==> config.mk <==
export PLATFORM = sky130hd
export DESIGN_NAME = network_interface
export DESIGN_NICKNAME = d
export VERILOG_FILES = /design/src/hdl/noc_link_pkg.sv /design/src/hdl/noc_link_if.sv /design/src/hdl/flit_fifo.sv /design/src/hdl/flit_serializer.sv /design/src/hdl/flit_deserializer.sv /design/src/hdl/network_interface.sv
export VERILOG_INCLUDE_DIRS = /design/src /design/src/hdl
export SDC_FILE = /design/constraint.sdc
export NUM_CORES = 1
export LEC_CHECK = 0
export BUFFER_PORTS_ARGS = -buffer_cell sky130_fd_sc_hd__buf_2
export CORE_ASPECT_RATIO = 1.4
export CORE_MARGIN = 1
export CORE_UTILIZATION = 60
export DETAILED_ROUTE_END_ITERATION = 10
export PLACE_DENSITY = 0.89
export SYNTH_ARGS = -nofsm -noshare
export SYNTH_HDL_FRONTEND = slang
export SYNTH_HIERARCHICAL = 1
export SYNTH_SLANG_ARGS = --single-unit
==> constraint.sdc <==
create_clock -name clk -period 4.5 [get_ports clk]
set_clock_uncertainty 0.15 [all_clocks]
set_input_delay 0.9 -clock clk [delete_from_list [all_inputs] [get_ports clk]]
set_output_delay 0.9 -clock clk [all_outputs]
set_load 0.03 [all_outputs]
==> src/hdl/noc_link_config.svh <==
`ifndef NOC_LINK_CONFIG_SVH
`define NOC_LINK_CONFIG_SVH

//////////////////////////////
// core word fields
//////////////////////////////

`define NOC_ROUTE_W      5   // destination route
`define NOC_CODE_W       7   // command code passed through untouched
`define NOC_PAYLOAD_W    20  // split over two data flits

//////////////////////////////
// router side
//////////////////////////////

`define NOC_FLIT_DATA_W  10  // flit body with the tail bit on top

// flit buffer depths in powers of two
`define NOC_TX_FIFO_DEPTH 8
`define NOC_RX_FIFO_DEPTH 8

`endif

==> src/hdl/noc_link_pkg.sv <==
`include "noc_link_config.svh"

package noc_link_pkg;

	// field types of a core word
	typedef logic [`NOC_ROUTE_W-1:0]     route_t;
	typedef logic [`NOC_CODE_W-1:0]      code_t;
	typedef logic [`NOC_PAYLOAD_W-1:0]   payload_t;

	// flit body without tail
	typedef logic [`NOC_FLIT_DATA_W-1:0] flit_data_t;

	// transmit side FSM
	typedef enum logic [2:0] {
		ST_IDLE, // no word held
		ST_HEAD, // header flit out
		ST_D0,   // code flit
		ST_D1,   // payload high half
		ST_D2    // payload low half with the tail
	} ser_state_t;

	// receive side FSM
	typedef enum logic [2:0] {
		DS_HEAD, // expecting a header
		DS_D0,   // expecting code
		DS_D1,   // expecting payload high
		DS_D2,   // expecting payload low
		DS_OUT   // word on the output with flits held off
	} des_state_t;

endpackage

==> src/hdl/noc_link_if.sv <==
`timescale 1ns/1ps

//////////////////////////////
// core side word channel
//////////////////////////////

interface core_word_if;
	import noc_link_pkg::*;

	logic     valid;   // source has a word
	logic     ready;   // sink takes it
	route_t   route;
	code_t    code;
	payload_t payload;

	modport src (
		output valid, route, code, payload,
		input  ready
	);

	modport dst (
		input  valid, route, code, payload,
		output ready
	);
endinterface

//////////////////////////////
// router side flit channel
//////////////////////////////

interface flit_if;
	import noc_link_pkg::*;

	logic       valid;
	logic       ready;
	flit_data_t data;  // header or data body
	logic       tail;  // last flit of a packet

	modport src (
		output valid, data, tail,
		input  ready
	);

	modport dst (
		input  valid, data, tail,
		output ready
	);
endinterface

==> src/hdl/flit_fifo.sv <==
`timescale 1ns/1ps

// first word fall through flit buffer
module flit_fifo #(
	parameter int DEPTH = 8  // power of two
) (
	input logic clk,
	input logic reset,
	flit_if.dst wr,
	flit_if.src rd
);
	import noc_link_pkg::*;

	localparam int AW = (DEPTH > 1) ? $clog2(DEPTH) : 1;
	localparam int CW = $clog2(DEPTH + 1);

	if ((DEPTH & (DEPTH - 1)) != 0) begin : g_depth_check
		$error("flit_fifo DEPTH must be a power of two");
	end

	flit_data_t mem_data [DEPTH];  // flit bodies
	logic       mem_tail [DEPTH];  // matching tail bits

	logic [AW-1:0] wr_ptr;
	logic [AW-1:0] rd_ptr;
	logic [CW-1:0] count;    // flits stored

	logic wr_fire;
	logic rd_fire;

	assign wr.ready = (count != CW'(DEPTH));
	assign rd.valid = (count != '0);
	assign rd.data  = mem_data[rd_ptr];  // head of queue without a register stage
	assign rd.tail  = mem_tail[rd_ptr];

	assign wr_fire = wr.valid && wr.ready;
	assign rd_fire = rd.valid && rd.ready;

	//////////////////////////////
	// pointers and fill count
	//////////////////////////////

	always_ff @(posedge clk or posedge reset) begin
		if (reset) begin
			wr_ptr <= '0;
			rd_ptr <= '0;
			count  <= '0;
		end else begin
			if (wr_fire)
				wr_ptr <= wr_ptr + 1'b1;  // wraps at DEPTH
			if (rd_fire)
				rd_ptr <= rd_ptr + 1'b1;
			case ({wr_fire, rd_fire})
				2'b10:   count <= count + 1'b1;
				2'b01:   count <= count - 1'b1;
				default: count <= count;  // both or neither
			endcase
		end
	end

	// storage
	always_ff @(posedge clk) begin
		if (wr_fire) begin
			mem_data[wr_ptr] <= wr.data;
			mem_tail[wr_ptr] <= wr.tail;
		end
	end

	// a write when full or a read when empty pushes the count out of range
	a_count_range: assert property (@(posedge clk) disable iff (reset)
		count <= CW'(DEPTH));

	// pointers meet only when empty or full
	a_ptr_match: assert property (@(posedge clk) disable iff (reset)
		(wr_ptr == rd_ptr) == ((count == '0) || (count == CW'(DEPTH))));

endmodule

==> src/hdl/flit_serializer.sv <==
`timescale 1ns/1ps
`include "noc_link_config.svh"

// core word -> header + three data flits
// one word of lookahead lets same-route words share a packet
module flit_serializer (
	input logic         clk,
	input logic         reset,
	core_word_if.dst    word_in,
	flit_if.src         flit_out
);
	import noc_link_pkg::*;

	ser_state_t state;

	// word being cut into flits
	route_t   cur_route;
	code_t    cur_code;
	payload_t cur_payload;

	// lookahead word
	logic     nxt_valid;
	route_t   nxt_route;
	code_t    nxt_code;
	payload_t nxt_payload;

	logic word_fire;  // core word accepted
	logic flit_fire;  // flit taken by the FIFO
	logic take_nxt;   // accept into lookahead slot
	logic promote;    // lookahead becomes current on D2
	logic merge;      // next word continues this packet

	//////////////////////////////
	// handshakes
	//////////////////////////////

	assign word_fire = word_in.valid && word_in.ready;
	assign flit_fire = flit_out.valid && flit_out.ready;
	assign take_nxt  = word_fire && (state != ST_IDLE);
	assign promote   = flit_fire && (state == ST_D2) && nxt_valid;
	assign merge     = nxt_valid && (nxt_route == cur_route);

	// idle loads the current word directly and D2 freezes the tail decision
	always_comb begin
		case (state)
			ST_IDLE: word_in.ready = 1'b1;
			ST_D2:   word_in.ready = 1'b0;
			default: word_in.ready = !nxt_valid; // lookahead slot free
		endcase
	end

	//////////////////////////////
	// flit output mux
	//////////////////////////////

	assign flit_out.valid = (state != ST_IDLE);
	assign flit_out.tail  = (state == ST_D2) && !merge; // only D2 ever ends a packet

	always_comb begin
		case (state)
			ST_HEAD: flit_out.data = flit_data_t'(cur_route);  // zero extended
			ST_D0:   flit_out.data = flit_data_t'(cur_code);
			ST_D1:   flit_out.data = cur_payload[`NOC_PAYLOAD_W-1 -: `NOC_FLIT_DATA_W];
			ST_D2:   flit_out.data = cur_payload[`NOC_FLIT_DATA_W-1:0];
			default: flit_out.data = '0;
		endcase
	end

	//////////////////////////////
	// FSM
	//////////////////////////////

	always_ff @(posedge clk or posedge reset) begin
		if (reset) begin
			state     <= ST_IDLE;
			nxt_valid <= 1'b0;
		end else begin
			case (state)
				ST_IDLE: if (word_fire) state <= ST_HEAD;
				ST_HEAD: if (flit_fire) state <= ST_D0;
				ST_D0:   if (flit_fire) state <= ST_D1;
				ST_D1:   if (flit_fire) state <= ST_D2;
				ST_D2: begin
					if (flit_fire) begin
						if (!nxt_valid)
							state <= ST_IDLE;
						else if (merge)
							state <= ST_D0;   // same route skips the header
						else
							state <= ST_HEAD; // new packet
					end
				end
				default: state <= ST_IDLE;
			endcase

			if (take_nxt)
				nxt_valid <= 1'b1;
			else if (promote)
				nxt_valid <= 1'b0;
		end
	end

	// current and lookahead word registers
	always_ff @(posedge clk) begin
		if (word_fire && (state == ST_IDLE)) begin
			cur_route   <= word_in.route;
			cur_code    <= word_in.code;
			cur_payload <= word_in.payload;
		end else if (promote) begin
			cur_route   <= nxt_route;
			cur_code    <= nxt_code;
			cur_payload <= nxt_payload;
		end
		if (take_nxt) begin
			nxt_route   <= word_in.route;
			nxt_code    <= word_in.code;
			nxt_payload <= word_in.payload;
		end
	end

	//////////////////////////////
	// checks
	//////////////////////////////

	// stalled flit must hold body and tail
	a_flit_stable: assert property (@(posedge clk) disable iff (reset)
		flit_out.valid && !flit_out.ready |=>
			flit_out.valid && $stable(flit_out.data) && $stable(flit_out.tail));

	// lookahead and tail decision stay frozen while D2 waits
	a_d2_lookahead_frozen: assert property (@(posedge clk) disable iff (reset)
		state == ST_D2 && !flit_fire |=> $stable(nxt_valid) && $stable(nxt_route));

endmodule

==> src/hdl/flit_deserializer.sv <==
`timescale 1ns/1ps
`include "noc_link_config.svh"

// flit packets -> core words
// a D2 with tail clear means the packet goes on with the same route
module flit_deserializer (
	input logic       clk,
	input logic       reset,
	flit_if.dst       flit_in,
	core_word_if.src  word_out
);
	import noc_link_pkg::*;

	des_state_t state;

	// word under assembly doubles as the output register
	route_t     route_r;
	code_t      code_r;
	flit_data_t pay_hi;
	flit_data_t pay_lo;

	logic last_tail;  // tail seen on the latest D2

	logic flit_fire;
	logic word_fire;

	assign flit_fire = flit_in.valid && flit_in.ready;
	assign word_fire = word_out.valid && word_out.ready;

	//////////////////////////////
	// outputs
	//////////////////////////////

	assign flit_in.ready    = (state != DS_OUT);  // hold flits off while a word waits
	assign word_out.valid   = (state == DS_OUT);
	assign word_out.route   = route_r;
	assign word_out.code    = code_r;
	assign word_out.payload = {pay_hi, pay_lo};

	//////////////////////////////
	// FSM
	//////////////////////////////

	always_ff @(posedge clk or posedge reset) begin
		if (reset) begin
			state     <= DS_HEAD;
			last_tail <= 1'b1;
		end else begin
			case (state)
				DS_HEAD: if (flit_fire) state <= DS_D0;
				DS_D0:   if (flit_fire) state <= DS_D1;
				DS_D1:   if (flit_fire) state <= DS_D2;
				DS_D2: begin
					if (flit_fire) begin
						state     <= DS_OUT;
						last_tail <= flit_in.tail;
					end
				end
				DS_OUT: begin
					if (word_fire) begin
						if (last_tail)
							state <= DS_HEAD;  // packet closed
						else
							state <= DS_D0;    // merged packet keeps the route
					end
				end
				default: state <= DS_HEAD;
			endcase
		end
	end

	//////////////////////////////
	// field capture
	//////////////////////////////

	always_ff @(posedge clk) begin
		if (flit_fire) begin
			case (state)
				DS_HEAD: route_r <= flit_in.data[`NOC_ROUTE_W-1:0];
				DS_D0:   code_r  <= flit_in.data[`NOC_CODE_W-1:0];
				DS_D1:   pay_hi  <= flit_in.data;
				DS_D2:   pay_lo  <= flit_in.data;
				default: ;
			endcase
		end
	end

	// header body is only a zero extended route
	a_header_upper_zero: assert property (@(posedge clk) disable iff (reset)
		state == DS_HEAD && flit_in.valid |->
			flit_in.data[`NOC_FLIT_DATA_W-1:`NOC_ROUTE_W] == '0);

endmodule

==> src/hdl/network_interface.sv <==
`timescale 1ns/1ps
`include "noc_link_config.svh"

// core <-> router network interface
module network_interface (
	input  logic                    clk,
	input  logic                    reset,
	// core words to transmit
	input  logic                    word_in_valid,
	input  noc_link_pkg::route_t    word_in_route,
	input  noc_link_pkg::code_t     word_in_code,
	input  noc_link_pkg::payload_t  word_in_payload,
	output logic                    word_in_ready,
	// flits to the router
	output logic                    flit_out_valid,
	output noc_link_pkg::flit_data_t flit_out_data,
	output logic                    flit_out_tail,
	input  logic                    flit_out_ready,
	// flits from the router
	input  logic                    flit_in_valid,
	input  noc_link_pkg::flit_data_t flit_in_data,
	input  logic                    flit_in_tail,
	output logic                    flit_in_ready,
	// rebuilt core words
	output logic                    word_out_valid,
	output noc_link_pkg::route_t    word_out_route,
	output noc_link_pkg::code_t     word_out_code,
	output noc_link_pkg::payload_t  word_out_payload,
	input  logic                    word_out_ready
);

	core_word_if tx_word ();  // core -> serializer
	flit_if      tx_flit ();  // serializer -> tx FIFO
	flit_if      tx_out  ();  // tx FIFO -> router
	flit_if      rx_in   ();  // router -> rx FIFO
	flit_if      rx_flit ();  // rx FIFO -> deserializer
	core_word_if rx_word ();  // deserializer -> core

	//////////////////////////////
	// transmit path
	//////////////////////////////

	assign tx_word.valid   = word_in_valid;
	assign tx_word.route   = word_in_route;
	assign tx_word.code    = word_in_code;
	assign tx_word.payload = word_in_payload;
	assign word_in_ready   = tx_word.ready;

	flit_serializer i_ser (.clk, .reset, .word_in(tx_word), .flit_out(tx_flit));

	flit_fifo #(.DEPTH(`NOC_TX_FIFO_DEPTH)) i_tx_fifo (
		.clk, .reset, .wr(tx_flit), .rd(tx_out)
	);

	assign flit_out_valid = tx_out.valid;
	assign flit_out_data  = tx_out.data;
	assign flit_out_tail  = tx_out.tail;
	assign tx_out.ready   = flit_out_ready;

	//////////////////////////////
	// receive path
	//////////////////////////////

	assign rx_in.valid   = flit_in_valid;
	assign rx_in.data    = flit_in_data;
	assign rx_in.tail    = flit_in_tail;
	assign flit_in_ready = rx_in.ready;

	flit_fifo #(.DEPTH(`NOC_RX_FIFO_DEPTH)) i_rx_fifo (
		.clk, .reset, .wr(rx_in), .rd(rx_flit)
	);

	flit_deserializer i_des (.clk, .reset, .flit_in(rx_flit), .word_out(rx_word));

	assign word_out_valid   = rx_word.valid;
	assign word_out_route   = rx_word.route;
	assign word_out_code    = rx_word.code;
	assign word_out_payload = rx_word.payload;
	assign rx_word.ready    = word_out_ready;

endmodule

==> flow_summary.toml <==
[outcome]
status = "completed"

[setup_path]
startpoint = "i_tx_fifo/rd_ptr[0]$_DFFE_PP0P_"
crit_path_max_incr_delay_ps = 630
rr_worst_depth = 7
r2r_slack_ps = 1200
crit_path_end = "flit_out_data[4]"
r2r-end = "i_tx_fifo/count[3]$_DFFE_PP0P_"
rr_startpoint = "i_tx_fifo/count[0]$_DFFE_PP0P_"
slowest_stage = "mux4_1"
worstPathArrival_ps = 2360
critPathLaunchType = "flip-flop"
crit_fanout = 22
worstPathCellList = "buf_4 > mux4_1 > mux2_2 > buf_2"
critPathRequiredTime_ps = 3450
critPathKind = "flip-flop to primary output"
end_kind = "primary output"

[finish]
multi_input_area_sq_um = 3250
layout_commonest_cell = "edfxtp_1"
drive_above_1_share_pct = 32.0
final_cell_mix = "edfxtp_1 (272), buf_2 (95), mux4_1 (38)"
fin_nets = 788
area_delta_synth_final_pct = 12.7
layout.area.seq_sq_um = 8870
fill_cells = 1171

[logic_synthesis]
yosys-top-cells-area = "edfxtp_1 (66%), mux4_1 (8.1%), dfrtp_1 (5.5%)"
synth_compound_area_share_pct = 2.47
synthMuxAreaShare_pct = 16.5
syn_area_sq_um = 12400
synth-seq-area-share_pct = 71.6
synth_top_area_cell = "edfxtp_1"
postSynthCellCount = 624
synth_top_family_by_area = "multiplexers"
syn_nets = 685
synth_seq_cells = 300
yosysWarningCount = 6
synthFlopType = "edfxtp_1"
synthAdderAreaFrac_pct = 1.33
yosys.area_share.simple_pct = 4.49
synth_top_area_share_pct = 66.0
avgSynthCellArea_sq_um = 19.8
synth_cell_types = 61
synth_edf_count = 272
synthArstFlopShare_pct = 9.33
yosys.area_share.xor_xnor_pct = 1.20

[cts]
cts_setup_buffers = 0
cts_sinks = 300
htreeDepth = 1
cts_max_path_buffers = 3
worstSkewPairLatency_ps = 530
cts_tree = "done"
root_buffer = "clkbuf_16"
cts_resized = 0
path_clk_slew_ps = 70
cts_buffers = 27
ctsHoldBuffers = 0

[die]
dieArea_sq_um = 21200
die_h_microns = 172
num_rows = 61
die_w_microns = 123
pin_count = 96
start_util_pct = 61.7
core_sq_um = 20100

[run]
cap_violations = 0

[timing]
worst_slack_ps = 1090
fin_crit_ps = 3410
rsz0062_at_grt = "no"
final.setup.tns_ps = 0
worst_hold_slack_ps = 139
setup_viol = 0
slew_viol_final = 0
worst_pin_slew_ps = 1320
finalHoldViolCount = 0
period_share_pct = 75.8
max_slew_margin_pct = 11.7
fmax_mhz = 293

[global_route]
grt_usage_pct = 23.6
grt_overflow = 0
grt_max_degree = 33
antenna_found_initial = 1
grt_pass1_vias = 6579
grt_pass1_wl_microns = 36600

[placement]
gp_congestion = 0.823
dpl_worst_slack_ps = 1230
portBuffers = 95
place_hpwl_microns = 16000

[drt]
vias = 6208
firstDrtPassIters = 5
drtIter0Drc = 523
drcViolationCount = 0
via_per_inst = 6.21
drtAntennaViolNets = 0
wl_per_cell_microns = 24.3
totalWireLength_microns = 24300

[hold_path]
hold_class = "input port to async pin"

[power]
p_leak_nw = 5.04
ir_worst_vdd_v = 0.000420
power_density_nw_per_um2 = 744
## sequential cells by signal (all words and copies together) (netlist names), 4 cells and up
signal                count
i_rx_fifo/mem_tail        8
i_ser/cur_code            7
i_ser/nxt_route           5
i_des/word_out.route      5
i_rx_fifo/mem_data       80
i_ser/nxt_code            7
i_ser/cur_route           5
i_des/pay_lo             10
i_rx_fifo/count           4
i_ser/cur_payload        20
i_des/word_out.code       7
i_tx_fifo/count           4
i_ser/nxt_payload        20
i_tx_fifo/mem_data       80
i_des/pay_hi             10
i_tx_fifo/mem_tail        8
## kinds of logic (layout without fill, tap and decap cells)
family,count (synthesis),in the layout
flops,300,300
mux,115,115
simple gates,90,90
compound gates,45,45
buf+inv,45,167
xor+xnor,17,17
fa+ha+maj,12,12
other cells,0,2
## per-layer routing
layer,wire [microns],GRT usage (%)
met1,8630,26.8
met5,8,0
met3,1320,3.27
met2,13700,44.6
met4,616,8.43
## power breakdown
| group | internal, mW | total, mW | switching [mW] |
|---|---|---|---|
| logic | 1.39 | 3.35 | 1.96 |
| clock network | 1.38 | 2.35 | 0.962 |
| registers | 4.12 | 4.68 | 0.563 |
| total | 6.89 | 10.4 | 3.49 |
## critical path, delay by kind of cell, from the launching register on
family | cells | cell delay [ps]
buffers and inverters | 2 | 540
DFF | 1 | 390
muxes | 2 | 920
## layout make-up
class	instances	share of cell area [%]
flip-flops and latches	300	63.6
multi-input cells	279	23.3
clock buffers	28	4.87
repair buffers	102	3.79
well taps	252	2.26
clock inverters	20	1.66
inverters	17	0.458
diodes	2	0.0359
## metrics by stage
step / instance area (sq um) / std cells / power, mW / util (%)
global placement: 13000 / 950 / 7.75 / 64.9
floorplan: 12400 / 624 / 7.13 / -
detailed placement: 13000 / 950 / 8.04 / 64.9
global route: 13900 / 998 / 10.8 / 69.5
finish: 13900 / 1000 / 10.4 / 69.5
CTS: 13900 / 998 / 10.4 / 69.5
## worst min-delay path by stage
stage / endpoint
2_1_floorplan: i_des/state[1]$_DFFE_PP0P_
3_3_place_gp: i_des/state[1]$_DFFE_PP0P_
3_5_place_dp: i_tx_fifo/rd_ptr[0]$_DFFE_PP0P_
5_1_grt: i_des/state[2]$_DFFE_PP0P_
4_1_cts: i_des/state[2]$_DFFE_PP0P_
6_report: i_des/state[2]$_DFFE_PP0P_
## synth_stat cells (2+ instances only)
cell type	number
a21oi_1	10
or4b_1	2
a22o_1	3
fa_1	2
inv_1	16
o311ai_0	2
nor2_1	18
nand4_1	2
xor2_1	7
mux2i_1	4
buf_1	3
or4b_2	2
clkbuf_2	2
or4_4	2
nand2_4	2
o21ai_0	10
buf_12	3
mux4_2	6
nand3b_1	4
nand2b_1	7
o211ai_1	3
nor3b_1	5
edfxtp_1	272
clkbuf_1	6
nand3_1	10
nand2_1	16
dfrtp_1	27
nor3_1	7
ha_1	10
a22oi_1	5
buf_6	8
mux2_4	31
nor3b_2	2
a2111o_1	2
mux4_1	38
buf_2	5
a31oi_1	2
xnor2_1	10
mux2_2	36
No activity file was read; power rests on OpenSTA's default activity.
